`config.mk`:
```
export PLATFORM = sky130hd
export DESIGN_NAME = sd_host_top
export DESIGN_NICKNAME = d
export VERILOG_FILES = /design/src/verilog/sd_host_pkg.sv /design/src/verilog/sd_host_top.sv /design/src/verilog/sd_cmd_engine.sv /design/src/verilog/sd_clk_divider.sv /design/src/verilog/sd_host_regs.sv
export VERILOG_INCLUDE_DIRS = /design/src /design/src/verilog
export SDC_FILE = /design/constraint.sdc
export NUM_CORES = 1
export LEC_CHECK = 0
export BUFFER_PORTS_ARGS = -buffer_cell sky130_fd_sc_hd__buf_4
export CAP_MARGIN = 20
export CORE_MARGIN = 3
export CORE_UTILIZATION = 45
export DETAILED_ROUTE_END_ITERATION = 8
export PLACE_DENSITY = 0.71
export SKIP_CTS_REPAIR_TIMING = 1
export SLEW_MARGIN = 15
export SYNTH_ARGS = -nofsm -noshare
export SYNTH_HDL_FRONTEND = slang
export SYNTH_SLANG_ARGS = --single-unit
```
`constraint.sdc`:
```
create_clock -name clk_i -period 3.8 [get_ports clk_i]
set_input_delay 0.95 -clock clk_i [delete_from_list [all_inputs] [get_ports clk_i]]
set_output_delay 0.95 -clock clk_i [all_outputs]
set_load 0.01 [all_outputs]
```
`src/verilog/sd_host_cfg.svh`:
```
// Build constants of the SD host controller.
// The register bus is word addressed, so the addresses are word indices.
// SD_CMD_TIMEOUT counts SD clock periods and must fit in 8 bits.
`ifndef SD_HOST_CFG_SVH
`define SD_HOST_CFG_SVH

`define SD_REG_ADDR_W 3
`define SD_REG_DATA_W 32

// register word addresses
`define SD_ADDR_ARG    3'd0
`define SD_ADDR_CMD    3'd1
`define SD_ADDR_RESP   3'd2
`define SD_ADDR_STATUS 3'd3
`define SD_ADDR_CLK    3'd4
`define SD_ADDR_INT_EN 3'd5

`define SD_CMD_TIMEOUT 64 // sd clock periods until the response start bit

`endif
```
`src/verilog/sd_host_pkg.sv`:
```
// Types shared by the SD host controller blocks.
// A command and a short response share the same 48-bit layout on the CMD line,
// sent and received MSB first.
package sd_host_pkg;

  // field view of a token, most significant bit goes out first
  typedef struct packed {
    logic       start;   // always 0 on the line
    logic       dir;     // 1 host to card, 0 card to host
    logic [5:0] index;
    logic [31:0] payload; // argument or card status
    logic [6:0] crc;     // crc7 over the 40 bits above
    logic       end_bit; // always 1 on the line
  } sd_token_fields_t;

  // one token word seen either as a shift word or as its fields
  typedef union packed {
    logic [47:0]      raw;
    sd_token_fields_t fields;
  } sd_token_u;

endpackage

```
`src/verilog/sd_host_top.sv`:
```
// Top level of the cut-down SD host controller, CMD line only.
// There are no DAT lines, no card detect and no write protect.
// The driver is expected to enable the SD clock before issuing a command.
`timescale 1ns/1ps
`include "sd_host_cfg.svh"

module sd_host_top (
  input  logic                      clk_i,
  input  logic                      software_reset_cmd_q,
  input  logic                      reg_valid_i,
  input  logic                      reg_write_i,
  input  logic [`SD_REG_ADDR_W-1:0] reg_addr_i,
  input  logic [`SD_REG_DATA_W-1:0] reg_wdata_i,
  output logic [`SD_REG_DATA_W-1:0] reg_rdata_o,
  output logic                      sd_clk_o,
  output logic                      sd_cmd_o,
  output logic                      sd_cmd_en_o,
  input  logic                      sd_cmd_i,
  output logic                      interrupt_o
);

  import sd_host_pkg::*;

  sd_token_u  cmd_token, resp_token;
  logic       cmd_start, resp_expected, cmd_done;
  logic       err_timeout, err_crc, err_end, err_index;
  logic [7:0] clk_div;
  logic       clk_en, sd_clk_en_p, sd_clk_en_n;

  sd_host_regs i_regs (
    .clk_i,
    .software_reset_cmd_q,
    .reg_valid_i,
    .reg_write_i,
    .reg_addr_i,
    .reg_wdata_i,
    .reg_rdata_o,
    .cmd_done_i      (cmd_done),
    .resp_token_i    (resp_token),
    .err_timeout_i   (err_timeout),
    .err_crc_i       (err_crc),
    .err_end_i       (err_end),
    .err_index_i     (err_index),
    .cmd_start_o     (cmd_start),
    .cmd_token_o     (cmd_token),
    .resp_expected_o (resp_expected),
    .clk_div_o       (clk_div),
    .clk_en_o        (clk_en),
    .interrupt_o
  );

  sd_clk_divider i_sd_clk_divider (
    .clk_i,
    .software_reset_cmd_q,
    .clk_div_i  (clk_div),
    .clk_en_i   (clk_en),
    .sd_clk_o,
    .clk_en_p_o (sd_clk_en_p),
    .clk_en_n_o (sd_clk_en_n)
  );

  sd_cmd_engine i_cmd_engine (
    .clk_i,
    .software_reset_cmd_q,
    .clk_en_p_i      (sd_clk_en_p),
    .clk_en_n_i      (sd_clk_en_n),
    .cmd_start_i     (cmd_start),
    .cmd_token_i     (cmd_token),
    .resp_expected_i (resp_expected),
    .sd_cmd_i,
    .sd_cmd_o,
    .sd_cmd_en_o,
    .cmd_done_o      (cmd_done),
    .resp_token_o    (resp_token),
    .err_timeout_o   (err_timeout),
    .err_crc_o       (err_crc),
    .err_end_o       (err_end),
    .err_index_o     (err_index)
  );

endmodule

```
`src/verilog/sd_cmd_engine.sv`:
```
// CMD line engine of the SD host controller.
// Sends a 48-bit command on falling edge strobes and inserts its CRC7.
// With a response expected it samples a 48-bit short response on rising edge
// strobes. No start bit within SD_CMD_TIMEOUT strobes ends in a timeout.
// All line activity follows the strobes, so a stopped SD clock stalls it.
`timescale 1ns/1ps
`include "sd_host_cfg.svh"

module sd_cmd_engine (
  input  logic                   clk_i,
  input  logic                   software_reset_cmd_q,
  input  logic                   clk_en_p_i,
  input  logic                   clk_en_n_i,
  input  logic                   cmd_start_i,
  input  sd_host_pkg::sd_token_u cmd_token_i,
  input  logic                   resp_expected_i,
  input  logic                   sd_cmd_i,
  output logic                   sd_cmd_o,
  output logic                   sd_cmd_en_o,
  output logic                   cmd_done_o,
  output sd_host_pkg::sd_token_u resp_token_o,
  output logic                   err_timeout_o,
  output logic                   err_crc_o,
  output logic                   err_end_o,
  output logic                   err_index_o
);

  import sd_host_pkg::*;

  typedef enum logic [2:0] {
    ST_IDLE,
    ST_SEND,
    ST_WAIT,  // waiting for the response start bit
    ST_RECV,
    ST_DONE
  } state_e;

  state_e     state_q;
  sd_token_u  tok_q;        // shared tx and rx shift word
  logic [5:0] index_q;      // index sent, to compare against the response
  logic [5:0] bit_cnt_q;
  logic [7:0] tmo_q;
  logic [6:0] crc_q;
  logic       cmd_out_q;
  logic       cmd_en_q;
  logic       resp_exp_q;
  logic       timeout_q;
  logic       rx_q;         // a full response was taken

  logic start_cmd;
  logic send_bit;
  logic rx_bit;
  logic tx_bit;

  // crc7 with polynomial x^7 + x^3 + 1
  function automatic logic [6:0] crc7_next(input logic [6:0] crc, input logic din);
    logic fb;
    fb = din ^ crc[6];
    return {crc[5:3], crc[2] ^ fb, crc[1:0], fb};
  endfunction

  assign start_cmd = (state_q == ST_IDLE) & cmd_start_i;
  assign send_bit  = (state_q == ST_SEND) & clk_en_n_i & (bit_cnt_q < 6'd48);
  assign rx_bit    = clk_en_p_i & (((state_q == ST_WAIT) & ~sd_cmd_i) | (state_q == ST_RECV));
  assign tx_bit    = (bit_cnt_q >= 6'd40 && bit_cnt_q < 6'd47) ? crc_q[6] : tok_q.raw[47];

  always_ff @(posedge clk_i) begin
    if (software_reset_cmd_q) begin
      state_q    <= ST_IDLE;
      bit_cnt_q  <= '0;
      tmo_q      <= '0;
      crc_q      <= '0;
      cmd_out_q  <= 1'b1;
      cmd_en_q   <= 1'b0;
      resp_exp_q <= 1'b0;
      timeout_q  <= 1'b0;
      rx_q       <= 1'b0;
    end else begin
      case (state_q)
        ST_IDLE: begin
          if (cmd_start_i) begin
            resp_exp_q <= resp_expected_i;
            bit_cnt_q  <= '0;
            crc_q      <= '0;
            timeout_q  <= 1'b0;
            rx_q       <= 1'b0;
            state_q    <= ST_SEND;
          end
        end
        ST_SEND: begin
          if (clk_en_n_i) begin
            if (bit_cnt_q == 6'd48) begin // end bit has been on the line a full period
              cmd_en_q  <= 1'b0;
              cmd_out_q <= 1'b1;
              bit_cnt_q <= '0;
              crc_q     <= '0;
              tmo_q     <= '0;
              state_q   <= resp_exp_q ? ST_WAIT : ST_DONE;
            end else begin
              cmd_en_q  <= 1'b1;
              cmd_out_q <= tx_bit;
              bit_cnt_q <= bit_cnt_q + 6'd1;
              if (bit_cnt_q < 6'd40) crc_q <= crc7_next(crc_q, tx_bit);
              else                   crc_q <= {crc_q[5:0], 1'b0};
            end
          end
        end
        ST_WAIT: begin
          if (clk_en_p_i) begin
            if (!sd_cmd_i) begin
              bit_cnt_q <= 6'd1;
              crc_q     <= crc7_next(crc_q, 1'b0);
              state_q   <= ST_RECV;
            end else if (tmo_q == 8'(`SD_CMD_TIMEOUT - 1)) begin
              timeout_q <= 1'b1;
              state_q   <= ST_DONE;
            end else begin
              tmo_q <= tmo_q + 8'd1;
            end
          end
        end
        ST_RECV: begin
          if (clk_en_p_i) begin
            bit_cnt_q <= bit_cnt_q + 6'd1;
            if (bit_cnt_q < 6'd40) crc_q <= crc7_next(crc_q, sd_cmd_i);
            if (bit_cnt_q == 6'd47) begin
              rx_q    <= 1'b1;
              state_q <= ST_DONE;
            end
          end
        end
        default: state_q <= ST_IDLE; // ST_DONE lasts one cycle
      endcase
    end
  end

  always_ff @(posedge clk_i) begin
    if (start_cmd) begin
      tok_q   <= cmd_token_i;
      index_q <= cmd_token_i.fields.index;
    end else if (send_bit) begin
      tok_q.raw <= {tok_q.raw[46:0], 1'b1};
    end else if (rx_bit) begin
      tok_q.raw <= {tok_q.raw[46:0], sd_cmd_i};
    end
  end

  assign sd_cmd_o      = cmd_out_q;
  assign sd_cmd_en_o   = cmd_en_q;
  assign cmd_done_o    = (state_q == ST_DONE);
  assign resp_token_o  = tok_q;
  assign err_timeout_o = cmd_done_o & timeout_q;
  assign err_crc_o     = cmd_done_o & rx_q & (tok_q.fields.crc != crc_q);
  assign err_end_o     = cmd_done_o & rx_q & ~tok_q.fields.end_bit;
  assign err_index_o   = cmd_done_o & rx_q & (tok_q.fields.index != index_q);

  a_released_in_rx: assert property (@(posedge clk_i) disable iff (software_reset_cmd_q)
    (state_q inside {ST_WAIT, ST_RECV}) |-> !sd_cmd_en_o);

  a_done_pulse: assert property (@(posedge clk_i) disable iff (software_reset_cmd_q)
    cmd_done_o |=> !cmd_done_o);

endmodule

```
`src/verilog/sd_clk_divider.sv`:
```
// SD clock generator with edge strobes in the system clock domain.
// sd_clk_o toggles every clk_div_i+1 cycles and stays low while disabled.
// Each strobe is high in the first cycle of the new clock level.
`timescale 1ns/1ps

module sd_clk_divider (
  input  logic       clk_i,
  input  logic       software_reset_cmd_q,
  input  logic [7:0] clk_div_i,
  input  logic       clk_en_i,
  output logic       sd_clk_o,
  output logic       clk_en_p_o,
  output logic       clk_en_n_o
);

  logic [7:0] cnt_q;
  logic       sd_clk_q;
  logic       en_p_q;
  logic       en_n_q;

  always_ff @(posedge clk_i) begin
    if (software_reset_cmd_q) begin
      cnt_q    <= '0;
      sd_clk_q <= 1'b0;
      en_p_q   <= 1'b0;
      en_n_q   <= 1'b0;
    end else if (!clk_en_i) begin
      cnt_q    <= '0;   // park low, the engine just waits
      sd_clk_q <= 1'b0;
      en_p_q   <= 1'b0;
      en_n_q   <= 1'b0;
    end else begin
      en_p_q <= 1'b0;
      en_n_q <= 1'b0;
      if (cnt_q >= clk_div_i) begin // >= also covers a divider lowered mid count
        cnt_q    <= '0;
        sd_clk_q <= ~sd_clk_q;
        en_p_q   <= ~sd_clk_q;
        en_n_q   <= sd_clk_q;
      end else begin
        cnt_q <= cnt_q + 8'd1;
      end
    end
  end

  assign sd_clk_o   = sd_clk_q;
  assign clk_en_p_o = en_p_q;
  assign clk_en_n_o = en_n_q;

  a_one_edge: assert property (@(posedge clk_i) disable iff (software_reset_cmd_q)
    !(clk_en_p_o && clk_en_n_o));

endmodule

```
`src/verilog/sd_host_regs.sv`:
```
// Software visible registers of the SD host controller.
// Reads return the addressed word in the cycle after the request.
// STATUS bits 5:1 are write-1-to-clear and a hardware set in the same cycle wins.
// A CMD write while the command inhibit bit is set is dropped.
`timescale 1ns/1ps
`include "sd_host_cfg.svh"

module sd_host_regs (
  input  logic                      clk_i,
  input  logic                      software_reset_cmd_q,
  input  logic                      reg_valid_i,
  input  logic                      reg_write_i,
  input  logic [`SD_REG_ADDR_W-1:0] reg_addr_i,
  input  logic [`SD_REG_DATA_W-1:0] reg_wdata_i,
  output logic [`SD_REG_DATA_W-1:0] reg_rdata_o,
  input  logic                      cmd_done_i,
  input  sd_host_pkg::sd_token_u    resp_token_i,
  input  logic                      err_timeout_i,
  input  logic                      err_crc_i,
  input  logic                      err_end_i,
  input  logic                      err_index_i,
  output logic                      cmd_start_o,
  output sd_host_pkg::sd_token_u    cmd_token_o,
  output logic                      resp_expected_o,
  output logic [7:0]                clk_div_o,
  output logic                      clk_en_o,
  output logic                      interrupt_o
);

  logic [31:0] arg_q;
  logic [5:0]  cmd_index_q;
  logic        cmd_resp_q;     // response expected for the current command
  logic [31:0] resp_q;
  logic        inhibit_q;
  logic [5:1]  status_q;       // 5 index, 4 end, 3 crc, 2 timeout, 1 complete
  logic [7:0]  clk_div_q;
  logic        clk_en_q;
  logic [5:1]  int_en_q;
  logic        cmd_start_q;
  logic [`SD_REG_DATA_W-1:0] rdata_q;
  logic [`SD_REG_DATA_W-1:0] rd_word;

  logic wr_en, wr_arg, wr_cmd, wr_status, wr_clk, wr_int_en;
  logic launch;
  logic [5:1] w1c_mask;
  logic [5:1] hw_set;

  assign wr_en     = reg_valid_i & reg_write_i;
  assign wr_arg    = wr_en & (reg_addr_i == `SD_ADDR_ARG);
  assign wr_cmd    = wr_en & (reg_addr_i == `SD_ADDR_CMD);
  assign wr_status = wr_en & (reg_addr_i == `SD_ADDR_STATUS);
  assign wr_clk    = wr_en & (reg_addr_i == `SD_ADDR_CLK);
  assign wr_int_en = wr_en & (reg_addr_i == `SD_ADDR_INT_EN);
  assign launch    = wr_cmd & ~inhibit_q; // the only place inhibit guards a start

  assign w1c_mask = wr_status ? reg_wdata_i[5:1] : 5'b0;
  assign hw_set   = cmd_done_i ? {err_index_i, err_end_i, err_crc_i, err_timeout_i, 1'b1}
                               : 5'b0;

  always_ff @(posedge clk_i) begin
    if (software_reset_cmd_q) begin
      arg_q       <= '0;
      cmd_index_q <= '0;
      cmd_resp_q  <= 1'b0;
      resp_q      <= '0;
      inhibit_q   <= 1'b0;
      status_q    <= '0;
      clk_div_q   <= '0;
      clk_en_q    <= 1'b0;
      int_en_q    <= '0;
      cmd_start_q <= 1'b0;
    end else begin
      cmd_start_q <= launch;
      if (wr_arg) arg_q <= reg_wdata_i;
      if (launch) begin
        cmd_index_q <= reg_wdata_i[5:0];
        cmd_resp_q  <= reg_wdata_i[8];
        inhibit_q   <= 1'b1;
      end else if (cmd_done_i) begin
        inhibit_q <= 1'b0;
      end
      // response is kept unless one was actually received
      if (cmd_done_i && cmd_resp_q && !err_timeout_i) begin
        resp_q <= resp_token_i.fields.payload;
      end
      status_q <= (status_q & ~w1c_mask) | hw_set;
      if (wr_clk) begin
        clk_div_q <= reg_wdata_i[7:0];
        clk_en_q  <= reg_wdata_i[8];
      end
      if (wr_int_en) int_en_q <= reg_wdata_i[5:1];
    end
  end

  always_comb begin
    rd_word = '0;
    case (reg_addr_i)
      `SD_ADDR_ARG:    rd_word = arg_q;
      `SD_ADDR_CMD:    rd_word = {23'b0, cmd_resp_q, 2'b0, cmd_index_q};
      `SD_ADDR_RESP:   rd_word = resp_q;
      `SD_ADDR_STATUS: rd_word = {26'b0, status_q, inhibit_q};
      `SD_ADDR_CLK:    rd_word = {23'b0, clk_en_q, clk_div_q};
      `SD_ADDR_INT_EN: rd_word = {26'b0, int_en_q, 1'b0};
      default:         rd_word = '0;
    endcase
  end

  // read data holds until the next read
  always_ff @(posedge clk_i) begin
    if (software_reset_cmd_q) begin
      rdata_q <= '0;
    end else if (reg_valid_i && !reg_write_i) begin
      rdata_q <= rd_word;
    end
  end

  always_comb begin
    cmd_token_o                = '0;
    cmd_token_o.fields.start   = 1'b0;
    cmd_token_o.fields.dir     = 1'b1;        // host to card
    cmd_token_o.fields.index   = cmd_index_q;
    cmd_token_o.fields.payload = arg_q;
    cmd_token_o.fields.end_bit = 1'b1;        // crc is filled in by the engine
  end

  assign reg_rdata_o     = rdata_q;
  assign cmd_start_o     = cmd_start_q;
  assign resp_expected_o = cmd_resp_q;
  assign clk_div_o       = clk_div_q;
  assign clk_en_o        = clk_en_q;
  assign interrupt_o     = |(status_q & int_en_q);

  // a start only ever follows a cycle with the command line free
  a_start_not_inhibited: assert property (@(posedge clk_i) disable iff (software_reset_cmd_q)
    cmd_start_o |-> !$past(inhibit_q));

  // the engine reports completion only for a command that was launched here
  a_done_while_busy: assert property (@(posedge clk_i) disable iff (software_reset_cmd_q)
    cmd_done_i |-> inhibit_q);

endmodule

```
======== Word-level counts from Yosys, hierarchy flattened ========
Cells that the tools add are included.
storage, ports and cells
  input bits .............................. 40
  bits in registers ....................... 218
  output and inout bits ................... 36
  logic and storage cells ................. 174
cells by class
  mux-type cells .......................... 51
  equality and inequality tests ........... 26
  $add $sub $neg .......................... 3
  bitwise operators ....................... 33
  $lt $le $gt $ge ......................... 5
  reductions and logical operators ........ 28
operator list
  operator                                                         count
  32-bit one-hot mux with 6 select lines                           1
  48-bit two-way mux                                               2
  7-bit two-way mux                                                7
  46-bit two-way mux                                               1
  8-bit two-way mux                                                5
  6-bit two-way mux                                                6
  7-bit one-hot mux with 4 select lines                            1
  3-bit two-way mux                                                9
  6-bit one-hot mux with 4 select lines                            1
  2-bit != test, second input constant                             11
  6-bit < comparator, second input constant                        3
  1-bit bitwise AND                                                17
  8-bit by 1-bit adder with 8-bit output, second input constant    2
  8-bit one-hot mux with 2 select lines                            1
  7-bit AND reduction                                              2
  3-bit by 2-bit == test with 1-bit output, second input constant  4
  6-bit == test, second input constant                             2
  3-bit one-hot mux with 4 select lines                            1
  6-bit AND reduction                                              2
  1-bit two-way mux                                                11
  5-bit bitwise AND                                                2
  5-bit two-way mux                                                2
  2-bit nonzero test                                               5
  3-bit == test, second input constant                             3
  other kinds (26)                                                 45

======== Depth between registers and ports, before layout ========
Gate-level depths: netlist (run 1).
  depth after elaboration ................. 9
  gate-level depth with buffers ........... 8
  depth with buffers taken out ............ 7

======== Cells and area by module ========
From an unflattened synthesis (run 1), not the netlist that was laid out.
unflattened totals
  cells, all modules ...................... 1,107
  area, all modules ....................... 9,770.6 µm²
by module, submodules not included
  module          times used  area an instance (µm²)  sequential area each (µm²)  cells each
  sd_host_regs    1           5,078.6                 2,482.4                     596
  sd_cmd_engine   1           4,007.6                 2,202.1                     434
  sd_clk_divider  1           684.4                   220.2                       77

======== Worst setup path before layout (run 1) ========
Ideal clock, no wire load.
  kind .................................... input to register
  from .................................... input port sd_cmd_i
  to ...................................... register i_cmd_engine.tok_q, in the netlist i_cmd_engine.resp_token_o[10], enable pin
  stages .................................. 5
  library setup time ...................... 0.401 ns
  required time ........................... 3.399 ns
  arrival ................................. 2.625 ns
  buffers on the path ..................... 2
  setup slack ............................. 0.773 ns
  cell sequence ........................... clkbuf_1 > nor2b_1 > o21ai_1 > buf_2 > nand2b_1
between the ends
  word-level cells in the longest chain between the ends .. 5
ends and longest elaborated chain
  item                                 line                  text
  start: declaration                   sd_host_top.sv:18     input logic sd_cmd_i,
  1-bit inverter                       sd_cmd_engine.sv:64   assign rx_bit = clk_en_p_i & (((state_q == ST_WAIT) & ~sd_cmd_i) | (state_q == ST_RECV));
  1-bit bitwise AND                    sd_cmd_engine.sv:64
  1-bit bitwise OR                     sd_cmd_engine.sv:64
  1-bit bitwise AND                    sd_cmd_engine.sv:64
  3-bit nonzero test (no source line)  n/a
  end signal: assignment               sd_cmd_engine.sv:139  tok_q <= cmd_token_i;
  end: declaration                     sd_cmd_engine.sv:39   sd_token_u tok_q;
No other way between the ends.
A chain may end at the register's enable or synchronous reset.

======== Final worst setup path (run 1) ========
  from .................................... register i_cmd_engine.state_q[1]
  to ...................................... register i_cmd_engine.tok_q, in the netlist i_cmd_engine.resp_token_o[11] (data pin)
between the ends
  word-level cells in the longest chain between the ends .. 5
  elaborated cells between the ends (all ways) .. 7
  those cells by class .................... eq/ne (1); mux (2); bitwise (3); reduce/logical (1)
ends and longest elaborated chain
  item                                      line                  text
  start: declaration                        sd_cmd_engine.sv:38   state_e state_q;
  start signal: assignment                  sd_cmd_engine.sv:98   state_q <= resp_exp_q ? ST_WAIT : ST_DONE;
  3-bit by 1-bit == test with 1-bit output  sd_cmd_engine.sv:63   assign send_bit = (state_q == ST_SEND) & clk_en_n_i & (bit_cnt_q < 6'd48);
  1-bit bitwise AND (2 in a row)            sd_cmd_engine.sv:63
  48-bit two-way mux                        sd_cmd_engine.sv:141  end else if (send_bit) begin
  46-bit two-way mux *                      sd_cmd_engine.sv:138  if (start_cmd) begin
Mark *: on every way between the ends. The rest lies on a longest branch, timed or not.

==> results of run 1 <==
==> state kept, by name, indices dropped and copies added, names as in the netlist, 3 cells and up <==
register	flops
i_regs.clk_div_o	8
i_cmd_engine.crc_q	7
i_cmd_engine.resp_token_o	48
i_regs.resp_q	32
i_regs.cmd_index_q	6
i_sd_clk_divider.cnt_q	8
i_cmd_engine.tmo_q	8
i_regs.int_en_q	5
i_cmd_engine.bit_cnt_q	6
i_cmd_engine.index_q	6
i_regs.reg_rdata_o	32
i_cmd_engine.state_q	3
i_regs.arg_q	32
i_regs.status_q	5
==> per-layer routing <==
| layer | vias to the layer above | track usage | part of all wire | wire, um |
|---|---|---|---|---|
| li1 | 3663 | - | - | - |
| met1 | 3667 | 0.279 | 0.45 | 10100 |
| met2 | 201 | 0.325 | 0.48 | 10800 |
| met3 | 31 | 0.0250 | 0.055 | 1240 |
| met4 | 0 | 0.0517 | 0.019 | 432 |
| met5 | - | 0 | 0 | 0 |
==> cells by family after synthesis <==
family,after synthesis,synth area share
and+or+nand+nor,357,0.170
AOI/OAI and AO/OA,251,0.184
DFF,218,0.512
buffers and inverters,94,0.0414
muxes,49,0.0526
xor gates and xnor gates,26,0.0243
adders and majority gates,12,0.0160
==> synth_stat cells (2+ instances only) <==
| cell | n |
|---|---|
| a211oi_1 | 13 |
| a21oi_1 | 92 |
| a22o_1 | 60 |
| a22oi_1 | 31 |
| a31o_1 | 2 |
| a31oi_1 | 8 |
| and3_1 | 6 |
| and3b_1 | 2 |
| buf_1 | 3 |
| buf_2 | 19 |
| clkbuf_1 | 47 |
| dfxtp_1 | 174 |
| edfxtp_1 | 44 |
| ha_1 | 12 |
| inv_1 | 22 |
| mux2i_1 | 47 |
| nand2_1 | 167 |
| nand2b_1 | 13 |
| nand3_1 | 19 |
| nand3b_1 | 2 |
| nand4_1 | 5 |
| nor2_1 | 95 |
| nor2b_1 | 10 |
| nor3_1 | 11 |
| nor3b_1 | 2 |
| nor4_1 | 3 |
| o211ai_1 | 3 |
| o21ai_0 | 8 |
| o21ai_1 | 9 |
| o221a_2 | 3 |
| o22ai_1 | 5 |
| o31a_1 | 2 |
| o32ai_1 | 3 |
| or2_2 | 2 |
| or3_1 | 8 |
| xnor2_1 | 8 |
| xor2_1 | 18 |
==> final timing paths <==
check / slack [ns] / cells after the start / to
setup / recovery: 1.24 / 4 / i_cmd_engine.resp_token_o[11]
setup reg to reg: 1.24 / 4 / i_cmd_engine.resp_token_o[11]
hold / removal: 0.45 / 2 / i_regs.resp_q[13]
hold reg to reg: 0.45 / 2 / i_regs.resp_q[13]
==> worst max-delay path: cells and delay by family, from the launching register on <==
kind / cells / cell delay, ns
AO/OA/AOI/OAI: 1 / 0.40
buffers and inverters: 2 / 0.78
flip-flops: 1 / 0.78
AND/OR/NAND/NOR: 1 / 0.34
==> placed cells by master, fill, tap and decap left out, types with 9 or more instances in the layout <==
cell type and count:
xor2_1 18, inv_1 22, a22oi_1 31, nor2b_1 10
a211oi_1 13, ha_1 12, nor2_1 95, edfxtp_1 44
nand2b_1 12, nand2_1 167, mux2i_1 47, clkbuf_16 23
dfxtp_1 174, a21oi_1 91, a22o_1 60, nor3_1 9
buf_4 89, nand3_1 19
==> report_power, final <==
group / internal, mW / switching [mW] / total (mW)
registers: 2.37 / 0.0125 / 2.38
logic: 0.0631 / 0.115 / 0.178
clock network: 1.35 / 0.907 / 2.26
==> metrics by stage <==
| stage | hold slack [ns] | worst slack (ns) | instance area (um2) | total power [mW] |
|---|---|---|---|---|
| finish | 0.455 | 1.24 | 10900 | 4.81 |
| global route | 0.478 | 1.08 | 10900 | 4.97 |
| CTS | 0.457 | 1.30 | 10900 | 4.85 |
| detailed placement | 0.448 | 1.22 | 10100 | 2.61 |
| global placement | 0.441 | 1.27 | 10100 | 2.61 |
| floorplan | 0.430 | 0.773 | 9380 | 2.53 |
==> cell type report <==
cell class | instances | area (um2) | share of cell area
Inverter | 23 | 86.3 | 0.00793
Multi-Input combinational cell | 695 | 4210 | 0.387
Sequential cell | 218 | 4800 | 0.441
Tap cell | 270 | 338 | 0.0310
Clock buffer | 37 | 708 | 0.0650
Timing Repair Buffer | 89 | 668 | 0.0614
Clock inverter | 5 | 67.6 | 0.00621
==> reports/qor.yml, run 1 <==
worst_setup_path:
  path_cells: "inv_1, nand3_1, inv_2, a22o_1"
  crit_type: "flip-flop to flip-flop"
  cp.arrival_ns: 2.83
  cp_slowest_stage_delay_ns: 0.78
  r2r-start: "i_cmd_engine.state_q[1]"
  crit_path_end_kind: "flip-flop"
  critPathLaunch: "i_cmd_engine.state_q[1]"
  start_kind: "flip-flop"
  cp_slowest_cell: "dfxtp_1"
  critPathMaxFanout: 53
  required_ns: 4.07
finish:
  drive_above_1_share: 0.137
  utilization: 0.535
  antenna_cells: 0
  fillers: 1851
  syn_to_final_growth_pct: 16.1
  finalNonFillerCells: 1337
  final_nets: 1102
grt:
  overflow: 0
  grtUsageTotal: 0.199
  grt_pass1_wl_um: 36800
  grt_max_degree: 63
  grt_pass1_vias: 7140
  antenna_found_initial: 0
floorplanning:
  rows: 52
  die_area_um2: 22600
  pin_count: 76
  dieHeight_um: 150
  core_um2: 20400
  die_x_um: 150
  initial_core_util: 0.461
synthesis:
  async_reset_ff_frac: 0
  synth_edf_count: 44
  syn_inst: 1007
  synth_area_um2: 9380
  synth_cell_type_count: 66
  syn_avg_cell_area_um2: 9.31
  synth-warning-count: 0
  synth_seq_cells: 218
  synth-seq-area-share: 0.512
  synth_top_area_frac: 0.371
  syn-num-nets: 1059
  ys.flop_type: "dfxtp_1"
  synth_top_area_cell: "dfxtp_1"
  ys_top_cells_by_area: "dfxtp_1 37%, edfxtp_1 14%, nand2_1 6.7%"
flow_run:
  max_cap_violations: 0
power:
  ir_worst_vdd_uv: 339
  leakage_nw: 4.01
  powerDensity_nw_per_um2: 442
outcome:
  run_status: "finished clean"
clock_network:
  clk_pin_slew_ns: 0.07
  cts_num_sinks: 218
  h-tree-depth: 1
  cts_tree: "built"
  root_buffer: "clkbuf_16"
  worstSkewPairLatency_ns: 0.52
  clockBufferDepth: 3
  numCtsBuffers: 23
place:
  port_buffers: 75
  dp_hpwl_um: 14900
  routabilityCongestion: 0.878
  dp_cells: 1295
route:
  drc: 0
  num_vias: 7562
  avgRoutedWirePerCell_um: 16.9
  drtAntennaViolNets: 0
  drt_iter0_drc: 615
  drt_pass1_iterations: 5
  via_per_inst: 5.66
  wl_um: 22600
timing:
  post-route-period-util: 0.674
  rsz0062_at_grt: "false"
  fin_tns_setup_ns: 0
  tightest_slew_ns: 0.989
  fmax_ghz: 0.391
  fin_skew_ns: 0.0171
  post-route-min-period_ns: 2.56
  drv_slew: 0
  relSlewSlack: 0.339
  hold_viol: 0
  setup_viol: 0
worst_hold_path:
  hp-class: "flip-flop to flip-flop"
  worstHoldStart: "i_regs.resp_q[13]"
(Power assumes the default switching activity.)
==> inputs of run 2 (changes only) <==
- ABC_AREA: default -> 1
- PLACE_DENSITY: 0.71 -> 0.73
- clock period: 3.8 -> 2.3 ns (I/O delays scaled with it)
==> reports/qor.yml, run 2 <==
clock_network:
  clockBufferDepth: 3
  root_buffer: "clkbuf_16"
  h-tree-depth: 1
  numCtsBuffers: 25
  cts_tree: "built"
  clk_pin_slew_ns: 0.06
  worstSkewPairLatency_ns: 0.51
  cts_num_sinks: 218
finish:
  utilization: 0.550
  drive_above_1_share: 0.140
  antenna_cells: 0
  syn_to_final_growth_pct: 18.9
  final_nets: 1292
  largest_reg_flops: 48
  mostFrequentLayoutCells: "186 x nand2_1, 174 x dfxtp_1, 159 x o21ai_0"
  layout.cells.most_common: "nand2_1"
power:
  ir_worst_vdd_uv: 648
  leakage_nw: 4.25
  pwr-share-comb: 0.149
  power_frac_seq: 0.415
  p_int_mw: 7.32
  p_sw_mw: 2.72
  powerDensity_nw_per_um2: 893
  clockPowerShare: 0.436
  p_sw_frac: 0.271
worst_setup_path:
  start_kind: "flip-flop"
  required_ns: 1.73
  crit_path_end_kind: "output pin"
  cp.arrival_ns: 1.51
  crit_type: "flip-flop to output pin"
  r2r_setup_slack_ns: 0.35
  critPathMaxFanout: 3
timing:
  post-route-min-period_ns: 2.08
  tightest_slew_ns: 0.559
  fin_tns_setup_ns: 0
  rsz0062_at_grt: "false"
  setup_viol: 0
  fmax_ghz: 0.480
  drv_slew: 0
  post-route-period-util: 0.907
  fin_skew_ns: 0.0135
  relSlewSlack: 0.627
  hold_viol: 0
grt:
  grt_pass1_wl_um: 38100
  grt_pass1_vias: 7797
  grtUsageTotal: 0.204
  grt_max_degree: 82
  overflow: 0
  antenna_found_initial: 0
place:
  routabilityCongestion: 0.915
  dp_hpwl_um: 15600
  port_buffers: 75
floorplanning:
  core_um2: 20400
  pin_count: 76
  rows: 52
  initial_core_util: 0.463
  die_x_um: 151
  die_area_um2: 22800
  dieHeight_um: 151
route:
  wl_um: 23700
  drc: 0
  avgRoutedWirePerCell_um: 15.5
  wl_met2_um: 11200
  via_per_inst: 5.36
  drtAntennaViolNets: 0
  num_vias: 8185
  wl_met3_um: 1410
  drt_iter0_drc: 636
  wl_met1_um: 10400
  top_layer_used: "met4"
  drt_pass1_iterations: 6
synthesis:
  netlist_top_cells_count: "187 x nand2_1, 174 x dfxtp_1, 159 x o21ai_0, 127 x a21oi_1, 126 x nor2_1"
  synth_area_um2: 9450
  syn-num-nets: 1231
  synth_top_area_frac: 0.368
  synth_edf_count: 44
  syn_inst: 1179
  synth_cell_type_count: 43
  synth_top_area_cell: "dfxtp_1"
  synth-warning-count: 0
  synth_seq_cells: 218
  ys.flop_type: "dfxtp_1"
  ys_top_cells_by_area: "dfxtp_1 37%, edfxtp_1 14%, o21ai_0 8.4%"
  yosysMostFrequentCell: "nand2_1"
  synth-seq-area-share: 0.508
  syn_avg_cell_area_um2: 8.02
  async_reset_ff_frac: 0
flow_run:
  max_cap_violations: 0
outcome:
  run_status: "finished clean"
worst_hold_path:
  hp-class: "input port to flip-flop"
[run 2: metal layers]
layer | vias to the layer above | GRT usage
li1 | 4056 | -
met1 | 3852 | 0.273
met2 | 231 | 0.342
met3 | 46 | 0.0320
met4 | 0 | 0.0630
met5 | - | 0
[run 2: worst paths after layout]
path,from,end,cells past startpoint
setup / recovery,i_regs.status_q[2],interrupt_o,4
hold / removal,reg_wdata_i[13],i_regs.arg_q[13],3
setup reg to reg,i_cmd_engine.state_q[0],i_cmd_engine.resp_token_o[21],9
hold reg to reg,i_regs.resp_q[30],i_regs.resp_q[30],2
[run 2: layout make-up]
| cell class | instances | area [um2] |
|---|---|---|
| Clock buffer | 34 | 742 |
| Clock inverter | 11 | 181 |
| Fill cell | 1910 | 9190 |
| Inverter | 105 | 397 |
| Multi-Input combinational cell | 798 | 3990 |
| Sequential cell | 218 | 4800 |
| Tap cell | 270 | 338 |
| Timing Repair Buffer | 92 | 791 |
[run 2: power groups by stage]
| stage | logic [mW] | registers [mW] | clock network [mW] |
|---|---|---|---|
| 3_3_place_gp | 1.44 | 4.24 | 0 |
| 5_1_grt | 1.69 | 4.18 | 4.58 |
| 3_5_place_dp | 1.47 | 4.24 | 0 |
| 4_1_cts | 1.48 | 4.16 | 4.42 |
| 6_report | 1.49 | 4.16 | 4.38 |
| 2_1_floorplan | 1.14 | 4.21 | 0 |
[run 2: through the flow]
step	total power, mW	worst slack (ns)	std cells	area, um2	hold WS (ns)
6_report	10.0	0.215	1528	11200	0.339
3_3_place_gp	5.68	0.426	1483	10300	0.440
2_1_floorplan	5.35	0.321	1179	9460	0.425
4_1_cts	10.1	0.214	1528	11200	0.324
5_1_grt	10.5	0.197	1528	11200	0.356
3_5_place_dp	5.72	0.368	1483	10300	0.444
[run 2: critical path, cell delays in order, from the launching register on]
cell and delay [ns]:
dfxtp_1 0.34, nand2_1 0.08, nand3_1 0.10, a221o_1 0.32, buf_4 0.16
[run 2: logic make-up (layout without fill, tap and decap cells)]
logic type,after synthesis,count (layout),share of synthesized area
buffers and inverters,163,242,0.0713
xor gates and xnor gates,26,26,0.0241
DFF,218,218,0.508
adders and majority gates,12,12,0.0159
AOI/OAI and AO/OA,336,336,0.187
and+or+nand+nor,424,424,0.194
==> inputs of run 3 (changes only) <==
- GPL_TIMING_DRIVEN: default -> 0
- SLEW_MARGIN: 15 -> 30
==> reports/qor.yml, run 3 (synthesis results as in run 2) <==
timing:
  drv_slew: 0
  fin_tns_setup_ns: 0
  relSlewSlack: 0.423
  rsz0062_at_grt: "false"
  post-route-period-util: 0.895
  setup_viol: 0
  hold_viol: 0
  post-route-min-period_ns: 2.06
  timing.hold.ws_ns: 0.346
  fin_skew_ns: 0.00807
  tightest_slew_ns: 0.865
  fmax_ghz: 0.486
  setup_slack_ns: 0.241
worst_setup_path:
  r2r_setup_slack_ns: 0.24
  critical_path.top_delay_family: "simple AND/OR/NAND/NOR gates"
  reg2reg_to: "i_cmd_engine.resp_token_o[12]"
  required_ns: 2.48
  crit_type: "flip-flop to flip-flop"
  worst-path-buf-inv: 4
  critPathMaxFanout: 38
  path_cells: "nor2_2, inv_2, nor2_1, inv_2, nor2_8, inv_2, nand2_1, inv_1, nand2_8"
  crit_path_end_kind: "flip-flop"
  r2r-start: "i_cmd_engine.state_q[1]"
  cp.arrival_ns: 2.24
  cp_slowest_cell: "dfxtp_1"
  cp_slowest_stage_delay_ns: 0.41
  start_kind: "flip-flop"
  r2r_cells: 9
  cp_common_cell: "inv_2"
floorplanning:
  pin_count: 76
  initial_core_util: 0.463
  die_x_um: 151
  dieHeight_um: 151
  rows: 52
  die_area_um2: 22800
  core_um2: 20400
finish:
  multi_input_area_um2: 3990
  largest_reg_flops: 48
  drive_above_1_share: 0.124
  antenna_cells: 0
  mostFrequentLayoutCells: "186 x nand2_1, 174 x dfxtp_1, 159 x o21ai_0"
  finalNonFillerCells: 1563
  seqCellArea_um2: 4800
  fin_area_um2: 11000
  layout.cells.most_common: "nand2_1"
  fillers: 1903
  final_nets: 1330
  syn_to_final_growth_pct: 16.6
route:
  num_vias: 8523
  drt_pass1_iterations: 5
  drtAntennaViolNets: 0
  wl_um: 25400
  drc: 0
  via_per_inst: 5.45
  avgRoutedWirePerCell_um: 16.2
  drt_iter0_drc: 827
place:
  dp_cells: 1524
  pre_cts_ws_ns: -0.162
  routabilityCongestion: 0.909
  port_buffers: 75
  dp_hpwl_um: 17900
  place_area_um2: 10400
clock_network:
  clockBufferDepth: 3
  cts_tree: "built"
  numCtsBuffers: 22
  cts_num_sinks: 218
  root_buffer: "clkbuf_16"
  h-tree-depth: 1
  clk_pin_slew_ns: 0.06
  worstSkewPairLatency_ns: 0.51
outcome:
  run_status: "finished clean"
worst_hold_path:
  hp-class: "input port to flip-flop"
  worstHoldStart: "reg_wdata_i[19]"
  min_to: "i_regs.arg_q[19]"
  hold_path_depth: 3
grt:
  grt_max_degree: 39
  grt_pass1_vias: 7868
  overflow: 0
  antenna_found_initial: 1
  grt_pass1_wl_um: 40500
  grtUsageTotal: 0.220
power:
  leakage_nw: 4.13
  ir_worst_vdd_uv: 591
  powerDensity_nw_per_um2: 821
flow_run:
  max_cap_violations: 0
-- run 3: changes by cell type in the layout (fill, tap and decap cells not counted), sizes merged --
cell and change:
buf +5, clkinv -3, inv -1, clkbuf +39, bufinv -5
-- run 3: cell type report --
class | instances | area share
Sequential cell | 218 | 0.436
Inverter | 105 | 0.0360
Buffer | 58 | 0.0252
Timing Repair Buffer | 75 | 0.0511
Tap cell | 270 | 0.0307
Multi-Input combinational cell | 798 | 0.362
Clock buffer | 37 | 0.0569
Clock inverter | 2 | 0.00193
-- run 3: power breakdown --
part	internal [mW]	total, mW	switching [mW]	leakage (nW)
registers	4.03	4.16	0.134	1.86
clock network	1.86	3.33	1.47	0.312
logic	0.505	1.56	1.05	1.96
total	6.39	9.05	2.66	4.13
-- run 3: routing by layer --
| layer | GRT usage | wire length, um | part of all wire |
|---|---|---|---|
| met3 | 0.0392 | 1790 | 0.071 |
| met1 | 0.310 | 11400 | 0.45 |
| met4 | 0.0530 | 514 | 0.020 |
| met2 | 0.354 | 11700 | 0.46 |
| met5 | 0 | 9 | 0.00035 |
-- run 3: worst max path at each step --
stage	from	endpoint	slack, ns	depth (start not counted)
floorplan	i_cmd_engine.state_q[1]	i_cmd_engine.resp_token_o[10]	0.32	9
global placement	i_cmd_engine.state_q[1]	i_cmd_engine.resp_token_o[19]	-0.14	9
detailed placement	i_cmd_engine.state_q[1]	i_cmd_engine.resp_token_o[18]	-0.16	9
CTS	i_cmd_engine.state_q[1]	i_cmd_engine.resp_token_o[18]	-0.19	9
global route	i_cmd_engine.state_q[1]	i_cmd_engine.resp_token_o[19]	0.11	9
finish	i_cmd_engine.state_q[1]	i_cmd_engine.resp_token_o[12]	0.24	9
-- run 3: metrics by stage --
| step | utilization | total power, mW |
|---|---|---|
| finish | 0.539 | 9.05 |
| CTS | 0.539 | 9.06 |
| global route | 0.539 | 9.41 |
| global placement | 0.507 | 5.74 |
| detailed placement | 0.507 | 5.77 |
| floorplan | - | 5.35 |
-- run 3: tightest hold or removal path, cell delays in order --
cell and delay [ns]:
buf_4 0.08, o21ai_0 0.07, a21oi_1 0.10
